$ cat config.mk
export PLATFORM = sky130hd
export DESIGN_NAME = ll_bit_ctrl_flat
export DESIGN_NICKNAME = d
export VERILOG_FILES = /design/src/common/lsu_pkg.sv /design/src/common/mem_bus_if.sv /design/src/lsu/ll_bit_ctrl.sv /design/src/flat_wrapper.sv
export SDC_FILE = /design/constraint.sdc
export NUM_CORES = 1
export LEC_CHECK = 0
export ABC_AREA = 1
export ABC_CLOCK_PERIOD_IN_PS = 1260
export BUFFER_PORTS_ARGS = -buffer_cell sky130_fd_sc_hd__buf_2
export CORE_ASPECT_RATIO = 0.9
export CORE_MARGIN = 2
export CORE_UTILIZATION = 31
export CTS_CLUSTER_DIAMETER = 60
export DETAILED_ROUTE_END_ITERATION = 16
export GPL_ROUTABILITY_DRIVEN = 0
export GPL_TIMING_DRIVEN = 0
export PLACE_DENSITY_LB_ADDON = 0.08
export SLEW_MARGIN = 20
export SYNTH_ARGS = -nofsm -noshare
export SYNTH_HDL_FRONTEND = slang
export SYNTH_SLANG_ARGS = --single-unit
$ cat constraint.sdc
create_clock -name clk -period 1.26 [get_ports clk]
set_input_delay 0.063 -clock clk [delete_from_list [all_inputs] [get_ports clk]]
set_output_delay 0.063 -clock clk [all_outputs]
set_load 0.1 [all_outputs]
$ cat src/common/lsu_pkg.sv
`default_nettype none

package lsu_pkg;

    localparam int xlen      = 32;
    localparam int ram_words = 256;
    localparam int ram_aw    = 8;

    // control word type field
    localparam logic [3:0] op_mem    = 4'd5;
    localparam logic [3:0] op_atomic = 4'd6;

    // subtypes under op_mem
    localparam logic [4:0] sub_ld_b  = 5'd0;
    localparam logic [4:0] sub_ld_h  = 5'd1;
    localparam logic [4:0] sub_ld_w  = 5'd2;
    localparam logic [4:0] sub_st_b  = 5'd3;
    localparam logic [4:0] sub_st_h  = 5'd4;
    localparam logic [4:0] sub_st_w  = 5'd5;
    localparam logic [4:0] sub_ld_bu = 5'd6;
    localparam logic [4:0] sub_ld_hu = 5'd7;
    localparam logic [4:0] sub_ibar  = 5'd8;

    // subtypes under op_atomic
    localparam logic [4:0] sub_ll = 5'd0;
    localparam logic [4:0] sub_sc = 5'd1;

    typedef struct packed {
        logic [19:0] rsvd_hi;
        logic [4:0]  subtype;   // bits 11..7
        logic [2:0]  rsvd_lo;
        logic [3:0]  typ;       // bits 3..0
    } ctrl_fields_t;

    typedef union packed {
        logic [31:0]  raw;
        ctrl_fields_t f;
    } ctrl_word_u;

    // shape of the value returned to the pipeline
    typedef enum logic [2:0] {
        lk_byte_s = 3'd0,
        lk_byte_u = 3'd1,
        lk_half_s = 3'd2,
        lk_half_u = 3'd3,
        lk_word   = 3'd4,
        lk_sc     = 3'd5,
        lk_none   = 3'd6
    } load_kind_e;

endpackage

`default_nettype wire

$ cat src/common/mem_bus_if.sv
`timescale 1ns/10ps
`default_nettype none

interface mem_bus_if
    import lsu_pkg::*;
();
    logic              req;
    logic              we;
    logic [ram_aw-1:0] addr;    // word address
    logic [xlen-1:0]   wdata;
    logic [3:0]        wstrb;
    logic [xlen-1:0]   rdata;   // valid the cycle after a read

    modport requester (
        output req, we, addr, wdata, wstrb,
        input  rdata
    );

    modport memory (
        input  req, we, addr, wdata, wstrb,
        output rdata
    );

endinterface

`default_nettype wire

$ cat src/lsu/ll_bit_ctrl.sv
`timescale 1ns/10ps
`default_nettype none

module ll_bit_ctrl
    import lsu_pkg::*;
(
    input  logic              clk,
    input  logic              arst_n,
    mem_bus_if.memory         up,
    input  logic              is_ll,
    input  logic              is_sc,
    input  logic              ext_wr,     // granted external write
    input  logic [ram_aw-1:0] ext_addr,
    mem_bus_if.requester      down,
    output logic              sc_ok
);

    logic              ll_bit;
    logic [ram_aw-1:0] ll_addr;

    assign sc_ok = is_sc & up.req & ll_bit & (ll_addr == up.addr);

    assign down.req   = up.req;
    assign down.we    = up.we & ~(is_sc & ~sc_ok);   // failed sc.w becomes a read
    assign down.addr  = up.addr;
    assign down.wdata = up.wdata;
    assign down.wstrb = up.wstrb;
    assign up.rdata   = down.rdata;

    always_ff @(posedge clk or negedge arst_n)
    begin
        if (!arst_n)
            ll_bit <= 1'b0;
        else if (is_sc)
            ll_bit <= 1'b0;                           // cleared by any sc.w
        else if (is_ll && up.req)
            ll_bit <= 1'b1;
        else if (ext_wr && ext_addr == ll_addr)
            ll_bit <= 1'b0;                           // another agent wrote the word
    end

    always_ff @(posedge clk)
    begin
        if (is_ll && up.req)
            ll_addr <= up.addr;
    end

endmodule

`default_nettype wire

$ cat src/flat_wrapper.sv
// flat-port wrapper written by rule: the top's interface ports become plain ports
module ll_bit_ctrl_flat import lsu_pkg::*;
  (clk, arst_n, is_ll, is_sc, ext_wr, ext_addr, sc_ok, up_req, up_we, up_addr, up_wdata, up_wstrb, up_rdata, down_req, down_we, down_addr, down_wdata, down_wstrb, down_rdata);
  mem_bus_if up_i ();
  mem_bus_if down_i ();
  input  logic clk;
  input  logic arst_n;
  input  logic is_ll;
  input  logic is_sc;
  input  logic ext_wr;
  input  logic [ram_aw-1:0] ext_addr;
  output logic sc_ok;
  input wire logic [$bits(up_i.req)-1:0] up_req;
  input wire logic [$bits(up_i.we)-1:0] up_we;
  input wire logic [$bits(up_i.addr)-1:0] up_addr;
  input wire logic [$bits(up_i.wdata)-1:0] up_wdata;
  input wire logic [$bits(up_i.wstrb)-1:0] up_wstrb;
  output wire logic [$bits(up_i.rdata)-1:0] up_rdata;
  output wire logic [$bits(down_i.req)-1:0] down_req;
  output wire logic [$bits(down_i.we)-1:0] down_we;
  output wire logic [$bits(down_i.addr)-1:0] down_addr;
  output wire logic [$bits(down_i.wdata)-1:0] down_wdata;
  output wire logic [$bits(down_i.wstrb)-1:0] down_wstrb;
  input wire logic [$bits(down_i.rdata)-1:0] down_rdata;
  assign up_i.req = up_req;
  assign up_i.we = up_we;
  assign up_i.addr = up_addr;
  assign up_i.wdata = up_wdata;
  assign up_i.wstrb = up_wstrb;
  assign up_rdata = up_i.rdata;
  assign down_req = down_i.req;
  assign down_we = down_i.we;
  assign down_addr = down_i.addr;
  assign down_wdata = down_i.wdata;
  assign down_wstrb = down_i.wstrb;
  assign down_i.rdata = down_rdata;
  ll_bit_ctrl u_core (.clk(clk), .arst_n(arst_n), .up(up_i), .is_ll(is_ll), .is_sc(is_sc), .ext_wr(ext_wr), .ext_addr(ext_addr), .down(down_i), .sc_ok(sc_ok));
endmodule
# After elaboration in Yosys (flattened, before gate mapping)
# Cells that the tools add are included.
# Widths: inputs -> output; s select.
word_totals:
  register_bits: 9
  inputBits: 91
  out_inout_bits: 79
  elab_cells: 17
classes:
  n_eq_ne: 2
  n_mux: 3
  n_bitwise: 7
  reduce_logical: 3
ops:
  columns: ["op", "n"]
  rows:
  - ["$eq 8x8->1", 2]
  - ["$and 1x1->1", 5]
  - ["$mux 1", 3]
  - ["$reduce_bool 3->1", 1]
  - ["$logic_and 1x1->1", 2]
  - ["$not 1->1", 2]

# Depth between registers and ports, before layout
# Gate-level depths: netlist (run 1).
depth:
  depth_word: 7
  depth_mapped: 9
  depth_no_buf: 9

# Least setup slack after synthesis (run 1)
# No wires, ideal clock.
synth_timing:
  kind: "register to output"
  startpoint: "register u_core.ll_addr[6]"
  endpoint: "output port sc_ok"
  arrival_ns: 2.445
  required_ns: 1.197
  slack_ns: -1.248
  path_stages_with_launch: 4
  n_path_buf: 0
  cell_sequence: "edfxtp_1 -> xnor2_2 -> nand2_1 -> nor4_2"
synth_between:
  elab_chain_len: 2
synth_lines:
  columns: ["item", "line", "rtl"]
  rows:
  - ["start, declared", "ll_bit_ctrl.sv:19", "logic [ram_aw-1:0] ll_addr;"]
  - ["start signal, assigned", "ll_bit_ctrl.sv:45", "ll_addr <= up.addr;"]
  - ["$eq 8x8->1", "ll_bit_ctrl.sv:21", "assign sc_ok = is_sc & up.req & ll_bit & (ll_addr == up.addr);"]
  - ["$and 1x1->1", "ll_bit_ctrl.sv:21", null]
  - ["end, declared", "flat_wrapper.sv:12", "output logic sc_ok;"]
# No other way between the ends.

# Worst setup path after layout (run 1)
layout_timing:
  startpoint: "register u_core.ll_addr[3]"
  endpoint: "output port sc_ok"
# Same word-level chain as after synthesis.

==> results of run 1 <==
-- synth_stat cells (all sizes together), types with 2 or more instances --
| master | instances |
|---|---|
| nor2 | 4 |
| nand4 | 3 |
| nand3 | 6 |
| buf | 77 |
| inv | 16 |
| or2 | 3 |
| edfxtp | 8 |
| nand2 | 23 |
| xnor2 | 7 |
| a21oi | 2 |
-- cells in the final DEF, fill, tap and decap left out, types with 2 or more instances in the layout --
| cell | Yosys | layout |
|---|---|---|
| sky130_fd_sc_hd__inv_1 | 13 | 13 |
| sky130_fd_sc_hd__nor2_1 | 4 | 3 |
| sky130_fd_sc_hd__edfxtp_1 | 8 | 8 |
| sky130_fd_sc_hd__or2_1 | 2 | 2 |
| sky130_fd_sc_hd__xnor2_2 | 4 | 5 |
| sky130_fd_sc_hd__xnor2_1 | 3 | 2 |
| sky130_fd_sc_hd__buf_2 | 0 | 99 |
| sky130_fd_sc_hd__nand2_2 | 1 | 3 |
| sky130_fd_sc_hd__nand2_1 | 22 | 20 |
| sky130_fd_sc_hd__a21oi_2 | 1 | 2 |
| sky130_fd_sc_hd__nand3_1 | 6 | 4 |
| sky130_fd_sc_hd__nand4_1 | 3 | 3 |
| sky130_fd_sc_hd__clkbuf_8 | 0 | 3 |
| sky130_fd_sc_hd__inv_2 | 3 | 3 |
| sky130_fd_sc_hd__buf_4 | 77 | 82 |
-- metrics by stage --
stage | util, % | power, mW | setup WS (ns)
after floorplan | - | 1.638 | -0.6052
after global placement | 48.09 | 1.815 | -0.2876
after detailed placement | 48.09 | 1.819 | -0.2897
after CTS | 50.77 | 2.192 | -0.3367
after global routing | 52.15 | 2.269 | -0.4209
final | 52.15 | 2.185 | -0.3134
-- power by group through the flow --
stage,clock [mW],sequential (mW),combinational [mW]
after global routing,0.371,0.365,1.53
final,0.338,0.364,1.48
after floorplan,0,0.369,1.27
after detailed placement,0,0.372,1.45
after CTS,0.360,0.364,1.47
after global placement,0,0.370,1.44
-- how the worst min path moves through the flow --
stage / from / endpoint / slack [ns] / cells after the start
3_5_place_dp: arst_n / u_core.ll_bit / -0.16 / 1
5_1_grt: is_sc / u_core.ll_bit / 0.04 / 2
4_1_cts: is_sc / u_core.ll_bit / 0.03 / 2
6_report: is_sc / u_core.ll_bit / 0.04 / 2
3_3_place_gp: arst_n / u_core.ll_bit / -0.16 / 1
2_1_floorplan: arst_n / u_core.ll_bit / -0.23 / 0
-- layout make-up --
class | count | share of cell area [%]
inverter | 16 | 3.087
clock buffer | 3 | 2.122
multi-input combinational | 51 | 18.71
tap | 46 | 2.958
buffer | 77 | 29.71
sequential | 9 | 13.63
clock inverter | 1 | 0.2572
timing repair buffer | 107 | 29.52
-- registers in the layout (all words and copies together), names as in the netlist --
name / flops
u_core.ll_addr: 8
u_core.ll_bit: 1
-- per-layer routing --
metal / vias up / track usage (%) / part of all wire [%]
met5: - / 0 / 0
met4: 0 / 3.606 / 0
met3: 0 / 3.840 / 9.7
met2: 65 / 26.32 / 54
met1: 485 / 15.67 / 37
li1: 615 / - / -
-- cell families after synthesis --
kind of cell,count (synthesis)
xor gates and xnor gates,7
buffers and inverters,93
AOI/OAI and AO/OA,3
and+or+nand+nor,41
DFF,9
-- what timing repair did --
action	CTS	global route
pin swaps	2	0
endpoints found under the hold margin	1	0
setup buffers	3	2
endpoints found under the setup margin	2	3
resized for setup	6	8
hold buffers	1	0
==> reports/metrics.yaml, run 1 <==
cells_and_area:
  area_growth_syn_to_layout_pct: 61.31
  layout.nets: 356
  n_antenna_cell: 0
  register_area_um2: 265.3
  layout.cells.non_filler: 310
  footprint_of_the_multi_input_gates_um2: 364.1
  layout.filler_cells: 389
  fin_area_um2: 1946
  fraction_of_layout_instances_using_a_drive_strength_above_1_pct: 77.65
floorplanning:
  pin_count: 170
  die_area_um2: 4406
  chipWidth_um: 69.75
  floorplan.die.height_um: 63.18
  num_rows: 21
  core_um2: 3731
  effective_utilization_at_floorplan_pct: 32.33
synth:
  synth.mux.area_fraction_pct: 0
  ys_top_cells_by_area: "sky130_fd_sc_hd__buf_4 48%, sky130_fd_sc_hd__edfxtp_1 20%, sky130_fd_sc_hd__nand2_1 6.8%, sky130_fd_sc_hd__xnor2_2 5.4%, sky130_fd_sc_hd__inv_1 4.0%"
  netlist_area_um2: 1206
  post_synthesis_share_of_cell_area_spent_on_and_or_nand_and_nor_gates_pct: 15.77
  synth-seq-cells: 9
  postSynthAreaPerCell_um2: 7.883
  async_reset_ff_share_pct: 11.11
  sequential_fraction_of_the_synthesis_area_pct: 21.99
  dominant_combinational_cell_family_by_area_after_synthesis: "buffers and inverters"
  synth-adder-area-share_pct: 0
  yosysWarningCount: 0
  synth.top_cell.area_share_pct: 47.93
  postSynthNetCount: 244
  most_instantiated_flip_flop_cell_in_the_synthesis_netlist: "sky130_fd_sc_hd__edfxtp_1"
  synth_cells: 153
  synthDistinctLibCells: 19
  post-synth-top-area-cell: "sky130_fd_sc_hd__buf_4"
  synth-edff-count: 8
  yosys.area_share.xor_xnor_pct: 7.573
  area_fraction_in_compound_gates_after_synthesis_pct: 1.763
placed_design:
  port_buffers: 101
  dp.final_hpwl_mm: 3.039
  dp.cells: 300
  dpl-instance-area_um2: 1794
critical_path:
  reg2reg_depth: 7
  critical-path-max-stage-delay_ns: 0.42
  cp_data_required_time_ns: 1.20
  critPathTopFamily: "flip-flops"
  critical_path_peak_fanout: 2
  r2r_start: "u_core.ll_addr[7]"
  worst_path_class_setup: "reg2out"
  endpoint: "sc_ok"
  cpMaxStageDelayCell: "sky130_fd_sc_hd__edfxtp_1"
  critPathLaunchType: "flop"
  rrSetupSlack_ns: 0.03
  cp.depth: 4
  setup.worst_path.end_class: "output port"
  worst_r2r_endpoint: "u_core.ll_bit"
  path_cells: "xnor2_2, nand3_2, nor4_4, buf_6"
  timing.critical_path.arrival_ns: 1.51
  critical_path.n_buffers_inverters: 1
  setup.worst_path.start: "u_core.ll_addr[3]"
detailed_routing:
  drc: 0
  dr_total_vias: 1165
  antenna_left: 0
  drt-vias-per-instance: 3.758
  first_iter_violations: 17
  detail_route.wirelength_mm: 3.385
  drt_pass1_iterations: 4
  avgRoutedWirePerCell_um: 10.92
power_and_ir_drop:
  total_leakage_power_nw: 1.147
  worst_ir_drop_vdd_v: 0.0004852
  pwr_density_cell_nw_per_um2: 1123
  sequentialPowerShare_pct: 16.6
  share_comb_of_total_power_pct: 67.9
  cellInternalPower_mw: 0.9033
  clock_power_share_pct: 15.5
  switching_share_pct: 58.65
  net-switching-power_mw: 1.281
global_routing:
  overflow: 0
  grt.total_usage_pct: 14.05
  grt_start_max_net_pins: 9
  initial_antenna_violation_count: 0
  grt_pass1_wl_mm: 4.954
  grt_pass1_vias: 1062
clock_network:
  clock_sinks: 9
  tritoncts_buffers: 3
  cts_root_buffer: "sky130_fd_sc_hd__clkbuf_8"
  cts_max_path_buffers: 2
  cts_tree: "built"
  clock_latency_late_sink_ns: 0.23
  htree_levels: 1
  cts.clk_slew.worst_paths_ns: 0.05
timing:
  final.setup_skew_ns: 0.005307
  setup_viol_count_final: 2
  max_frequency_mhz: 635.6
  rsz0062_at_grt: "yes"
  post_route_clock_period_utilization_pct: 124.9
  slew_of_the_pin_with_the_lowest_slew_margin_ns: 0.4978
  final_slew_viol_count: 0
  post-route-min-period_ns: 1.573
  hold_violations: 0
  slew-limit-headroom_pct: 67.04
  worst_slack_ns: -0.3134
  total_negative_slack_for_setup_checks_ns: -0.6228
  hold_slack_ns: 0.03615
run:
  maxCapViolCount: 0
run_status:
  failed_checks: "setup timing"
  outcome: "finished with violations"
min_path:
  min_path_type: "in2reg"
(Power assumes the default switching activity.)
==> inputs of run 2 (changes only) <==
REMOVE_ABC_BUFFERS = 1   (was not set)
==> reports/metrics.yaml, run 2 (synthesis gave the netlist of run 1 again) <==
timing:
  final_slew_viol_count: 0  # unchanged
  setup_viol_count_final: 2  # unchanged
  post-route-min-period_ns: 1.700  # was 1.573 ns
  final.setup_skew_ns: 0.002690  # was 0.005307 ns
  hold_violations: 0  # unchanged
  worst_slack_ns: -0.4397  # was -0.3134 ns
  max_frequency_mhz: 588.3  # was 635.6 MHz
  slew-limit-headroom_pct: 67.53  # was 67.04%
  total_negative_slack_for_setup_checks_ns: -0.8243  # was -0.6228 ns
  slew_of_the_pin_with_the_lowest_slew_margin_ns: 0.4904  # was 0.4978 ns
  post_route_clock_period_utilization_pct: 134.9  # was 124.9%
  rsz0062_at_grt: "yes"  # unchanged
cells_and_area:
  area_growth_syn_to_layout_pct: -17.01  # was 61.31%
  layout.cells.most_common_list: "31 x sky130_fd_sc_hd__buf_2, 19 x sky130_fd_sc_hd__nand2_1, 12 x sky130_fd_sc_hd__inv_1"  # was 99 x sky130_fd_sc_hd__buf_2, 82 x sky130_fd_sc_hd__buf_4, 20 x sky130_fd_sc_hd__nand2_1
  largest_reg_flops: 8  # unchanged
  reg_top3: "u_core.ll_addr (8), u_core.ll_bit (1)"  # unchanged
  layout.filler_cells: 423  # was 389
  largest_register: "u_core.ll_addr"  # unchanged
  final_common_cell: "sky130_fd_sc_hd__buf_2"  # unchanged
  n_antenna_cell: 0  # unchanged
  fraction_of_layout_instances_using_a_drive_strength_above_1_pct: 48.74  # was 77.65%
  layout.nets: 211  # was 356
min_path:
  min_path_type: "in2reg"  # unchanged
  worstHoldPathCells: 1  # was 2
power_and_ir_drop:
  net-switching-power_mw: 0.3897  # was 1.281 mW
  total_leakage_power_nw: 0.4995  # was 1.147 nW
  sequentialPowerShare_pct: 34.0  # was 16.6%
  pwr_density_cell_nw_per_um2: 1074  # was 1123 nW/µm²
  share_comb_of_total_power_pct: 32.3  # was 67.9%
  worst_ir_drop_vdd_v: 0.0003800  # was 0.0004852 V
  finalPower_mw: 1.075  # was 2.185 mW
  switching_share_pct: 36.25  # was 58.65%
  clock_power_share_pct: 33.6  # was 15.5%
  cellInternalPower_mw: 0.6853  # was 0.9033 mW
global_routing:
  grt_pass1_vias: 745  # was 1062
  grt_start_max_net_pins: 9  # unchanged
  overflow: 0  # unchanged
  initial_antenna_violation_count: 0  # unchanged
  grt_pass1_wl_mm: 8.976  # was 4.954 mm
  grt.total_usage_pct: 32.65  # was 14.05%
detailed_routing:
  first_iter_violations: 61  # was 17
  drc: 0  # unchanged
  detail_route.wirelength_mm: 7.292  # was 3.385 mm
  drt-vias-per-instance: 5.067  # was 3.758
  antenna_left: 0  # unchanged
  drt_pass1_iterations: 4  # unchanged
  avgRoutedWirePerCell_um: 44.19  # was 10.92 µm
  dr_total_vias: 836  # was 1165
critical_path:
  critPathLaunchType: "flop"  # unchanged
  critical_path.n_buffers_inverters: 1  # unchanged
  cp.depth: 6  # was 4
  critPathTopFamily: "flip-flops"  # unchanged
  path_cells: "xnor2_2, nand3_1, nor2_1, nand2_1, a21boi_1, buf_6"  # was xnor2_2, nand3_2, nor4_4, buf_6
  cp_data_required_time_ns: 1.20  # about the same
  worst_path_class_setup: "reg2out"  # unchanged
  critical_path_peak_fanout: 2  # unchanged
  setup.worst_path.end_class: "output port"  # unchanged
  critical-path-max-stage-delay_ns: 0.44  # was 0.42 ns
  timing.critical_path.arrival_ns: 1.64  # was 1.51 ns
  reg2reg_depth: 9  # was 7
  cpMaxStageDelayCell: "sky130_fd_sc_hd__edfxtp_1"  # unchanged
clock_network:
  clock_sinks: 9  # unchanged
  tritoncts_buffers: 3  # unchanged
  cts_root_buffer: "sky130_fd_sc_hd__clkbuf_8"  # unchanged
  clock_latency_late_sink_ns: 0.24  # was 0.23 ns
  htree_levels: 1  # unchanged
  cts.clk_slew.worst_paths_ns: 0.05  # about the same
  cts_max_path_buffers: 2  # unchanged
  cts_tree: "built"  # unchanged
floorplanning:
  effective_utilization_at_floorplan_pct: 32.33  # unchanged
  num_rows: 21  # unchanged
  floorplan.die.height_um: 63.18  # unchanged
  pin_count: 170  # unchanged
  die_area_um2: 4406  # unchanged
  chipWidth_um: 69.75  # unchanged
  core_um2: 3731  # unchanged
run_status:
  outcome: "finished with violations"  # unchanged
  failed_checks: "setup timing"  # unchanged
placed_design:
  port_buffers: 33  # was 101
  dp.final_hpwl_mm: 6.840  # was 3.039 mm
run:
  maxCapViolCount: 0  # unchanged
## run 2: final cells by class
class	count	area (µm²)	share of cell area (%)
clock buffer	4	45.04	4.500
timing repair buffer	39	235.2	23.50
sequential	9	265.3	26.50
tap	46	57.56	5.750
inverter	16	60.06	6.000
multi-input combinational	51	337.8	33.75
## run 2: metrics by stage
| step | cells | cell area [µm²] | utilization, % | worst slack (ns) | hold WS [ns] |
|---|---|---|---|---|---|
| global placement | 155 | 850.8 | 22.80 | -0.3263 | -0.1583 |
| CTS | 163 | 943.4 | 25.29 | -0.4115 | 0.03913 |
| floorplan | 76 | 628.1 | - | -1.248 | -0.2326 |
| finish | 165 | 1001 | 26.83 | -0.4397 | 0.04183 |
| detailed placement | 155 | 850.8 | 22.80 | -0.3282 | -0.1599 |
| global route | 165 | 1001 | 26.83 | -0.4897 | 0.04283 |
## run 2: per-layer routing
metal  track usage (%)  part of all wire [%]  vias up
li1                  -                     -      323
met1             12.19                    14      327
met2             56.37                    49      160
met3             50.56                    32       24
met4             11.54                   5.0        2
met5             16.05                  0.33        -
## run 2: final timing paths
path                                endpoint              start  slack [ns]
max in group asynchronous      u_core.ll_bit             arst_n        1.06
setup reg to reg               u_core.ll_bit  u_core.ll_addr[6]        0.03
hold reg to reg                u_core.ll_bit      u_core.ll_bit        0.53
min in group asynchronous      u_core.ll_bit             arst_n        0.12
setup / recovery                     down_we  u_core.ll_addr[5]       -0.44
hold / removal             u_core.ll_addr[4]         up_addr[4]        0.04
## run 2: power by group through the flow
| stage | logic, mW | clock network, mW | registers (mW) |
|---|---|---|---|
| CTS | 0.324 | 0.365 | 0.366 |
| global placement | 0.308 | 0 | 0.371 |
| global route | 0.371 | 0.390 | 0.368 |
| finish | 0.348 | 0.361 | 0.366 |
| floorplan | 0.109 | 0 | 0.369 |
| detailed placement | 0.309 | 0 | 0.372 |
## run 2: what timing repair did
item | CTS | global route
setup buffers | 2 | 3
resized for setup | 4 | 11
pin swaps | 4 | 9
endpoints found under the setup margin | 2 | 3
hold buffers | 2 | 0
hold endpoints to repair | 2 | 0
==> inputs of run 3 (changes only) <==
ABC_CLOCK_PERIOD_IN_PS = 1640   (was 1260)
clock period = 1.64 ns   (was 1.26 ns; I/O delays follow)
==> reports/metrics.yaml, run 3 (synthesis gave the netlist of run 1 again) <==
run_status:
  outcome: "finished with violations"  # unchanged
  failed_checks: "setup timing"  # unchanged
timing:
  hold_violations: 0  # unchanged
  setup_viol_count_final: 2  # unchanged
  slew_of_the_pin_with_the_lowest_slew_margin_ns: 0.4904  # about the same
  rsz0062_at_grt: "yes"  # unchanged
  post_route_clock_period_utilization_pct: 104.3
  worst_slack_ns: -0.07123  # was -0.4397 ns
  slew-limit-headroom_pct: 67.53  # about the same
  final_slew_viol_count: 0  # unchanged
  total_negative_slack_for_setup_checks_ns: -0.09027  # was -0.8243 ns
  post-route-min-period_ns: 1.711
  max_frequency_mhz: 584.4
  final.setup_skew_ns: 0.001658  # was 0.002690 ns
run:
  maxCapViolCount: 0  # unchanged
critical_path:
  path_cells: "xnor2_2, nand3_1, nor2_1, nand2_1, a21boi_1, buf_6"  # unchanged
  rrSetupSlack_ns: 0.41  # was 0.03 ns
  worst_path_class_setup: "reg2out"  # unchanged
  critPathLaunchType: "flop"  # unchanged
  timing.critical_path.arrival_ns: 1.63  # was 1.64 ns
  setup.worst_path.end_class: "output port"  # unchanged
  cpMaxStageDelayCell: "sky130_fd_sc_hd__edfxtp_1"  # unchanged
  critical-path-max-stage-delay_ns: 0.44  # about the same
  cp_data_required_time_ns: 1.56  # was 1.20 ns
  critical_path.n_buffers_inverters: 1  # unchanged
  critical_path_peak_fanout: 2  # unchanged
  critPathTopFamily: "flip-flops"  # unchanged
power_and_ir_drop:
  net-switching-power_mw: 0.2924  # was 0.3897 mW
  switching_share_pct: 36.03  # was 36.25%
  worst_ir_drop_vdd_v: 0.0002935  # was 0.0003800 V
  clock_power_share_pct: 34.1  # was 33.6%
  share_comb_of_total_power_pct: 31.3  # was 32.3%
  sequentialPowerShare_pct: 34.6  # was 34.0%
  cellInternalPower_mw: 0.5193  # was 0.6853 mW
  total_leakage_power_nw: 0.4819  # was 0.4995 nW
  pwr_density_cell_nw_per_um2: 849.1  # was 1074 nW/µm²
clock_network:
  cts.clk_slew.worst_paths_ns: 0.05  # about the same
  htree_levels: 1  # unchanged
  clock_sinks: 9  # unchanged
  cts_tree: "built"  # unchanged
  cts_root_buffer: "sky130_fd_sc_hd__clkbuf_8"  # unchanged
  clock_latency_late_sink_ns: 0.24  # about the same
  cts_max_path_buffers: 2  # unchanged
  tritoncts_buffers: 3  # unchanged
cells_and_area:
  layout.nets: 210  # was 211
  area_growth_syn_to_layout_pct: -20.75  # was -17.01%
  reg_top3: "u_core.ll_addr (8), u_core.ll_bit (1)"  # unchanged
  layout.filler_cells: 422  # was 423
  n_antenna_cell: 0  # unchanged
  largest_reg_flops: 8  # unchanged
  layout.cells.most_common_list: "31 x sky130_fd_sc_hd__buf_2, 22 x sky130_fd_sc_hd__nand2_1, 12 x sky130_fd_sc_hd__inv_1"  # was 31 x sky130_fd_sc_hd__buf_2, 19 x sky130_fd_sc_hd__nand2_1, 12 x sky130_fd_sc_hd__inv_1
  largest_register: "u_core.ll_addr"  # unchanged
  fraction_of_layout_instances_using_a_drive_strength_above_1_pct: 44.07  # was 48.74%
  final_common_cell: "sky130_fd_sc_hd__buf_2"  # unchanged
floorplanning:
  die_area_um2: 4406  # unchanged
  floorplan.die.height_um: 63.18  # unchanged
  effective_utilization_at_floorplan_pct: 32.33  # unchanged
  num_rows: 21  # unchanged
  chipWidth_um: 69.75  # unchanged
  core_um2: 3731  # unchanged
  pin_count: 170  # unchanged
detailed_routing:
  avgRoutedWirePerCell_um: 44.29  # was 44.19 µm
  detail_route.wirelength_mm: 7.264  # was 7.292 mm
  drt-vias-per-instance: 4.982  # was 5.067
  dr_total_vias: 817  # was 836
  antenna_left: 0  # unchanged
  first_iter_violations: 51  # was 61
  drt_pass1_iterations: 4  # unchanged
  drc: 0  # unchanged
placed_design:
  port_buffers: 33  # unchanged
  dp.final_hpwl_mm: 6.840  # unchanged
  place_ws_ns: 0.03277  # was -0.3282 ns
global_routing:
  overflow: 0  # unchanged
  grt_start_max_net_pins: 9  # unchanged
  grt_pass1_vias: 737  # was 745
  grt.total_usage_pct: 32.62  # was 32.65%
  initial_antenna_violation_count: 0  # unchanged
  grt_pass1_wl_mm: 8.949  # was 8.976 mm
min_path:
  min_path_type: "in2reg"  # unchanged
==> run 3: cell types whose count changed in the layout (fill, tap and decap cells not counted), sizes merged <==
cell,before,now
dlygate4sd3,2,1
==> run 3: area by class of cell <==
type	count	area, µm²	area share [%]
Clock buffer	4	45.04	4.712
Multi-Input combinational cell	51	310.3	32.46
Tap cell	46	57.56	6.021
Inverter	16	60.06	6.283
Timing Repair Buffer	38	217.7	22.77
Sequential cell	9	265.3	27.75
==> run 3: worst paths after layout <==
check | start | end | depth (start not counted)
worst max-delay path | u_core.ll_addr[5] | down_we | 6
worst min-delay path | is_sc | u_core.ll_bit | 2
worst max register to register | u_core.ll_addr[4] | u_core.ll_bit | 7
worst min register to register | u_core.ll_bit | u_core.ll_bit | 2
max in group asynchronous | arst_n | u_core.ll_bit | 2
min in group asynchronous | arst_n | u_core.ll_bit | 2
==> run 3: layer usage <==
metal  GRT usage, %  part of all wire [%]  vias to the layer above
met3          50.56                    32                       24
met2          56.37                    49                      149
met4          11.54                   4.9                        2
li1               -                     -                      322
met5          16.05                  0.33                        -
met1          12.09                    14                      320
==> run 3: worst register-to-register path: stages, from the launching register on <==
cell                       delay, ns
sky130_fd_sc_hd__edfxtp_1       0.40
sky130_fd_sc_hd__buf_4          0.16
sky130_fd_sc_hd__xnor2_1        0.19
sky130_fd_sc_hd__nand2_2        0.06
sky130_fd_sc_hd__nor2_1         0.11
sky130_fd_sc_hd__nand2_1        0.07
sky130_fd_sc_hd__nand2_1        0.07
sky130_fd_sc_hd__a21oi_2        0.05
==> run 3: power groups by stage <==
stage / combinational [mW] / clock [mW] / sequential (mW)
5_1_grt: 0.271 / 0.300 / 0.283
3_3_place_gp: 0.237 / 0 / 0.285
6_report: 0.254 / 0.277 / 0.281
4_1_cts: 0.247 / 0.281 / 0.281
3_5_place_dp: 0.237 / 0 / 0.286
2_1_floorplan: 0.0835 / 0 / 0.284
==> run 3: what timing repair did <==
item | CTS | global route
cloned | 0 | 0
resized for setup | 4 | 2
buffers inserted | 2 | 2
endpoints found under the setup margin | 2 | 2
pin swaps | 4 | 3
hold buffers | 1 | 0
endpoints found under the hold margin | 1 | 0
==> run 3: per-stage QoR <==
stage,instance area (µm²),hold slack [ns],power (mW),instances,util (%)
global placement,850.8,-0.1393,0.5220,155,22.80
detailed placement,850.8,-0.1409,0.5231,155,22.80
CTS,933.4,0.01430,0.8086,162,25.02
global route,955.9,0.02927,0.8530,164,25.62
finish,955.9,0.02024,0.8117,164,25.62
floorplan,628.1,-0.2136,0.3670,76,-
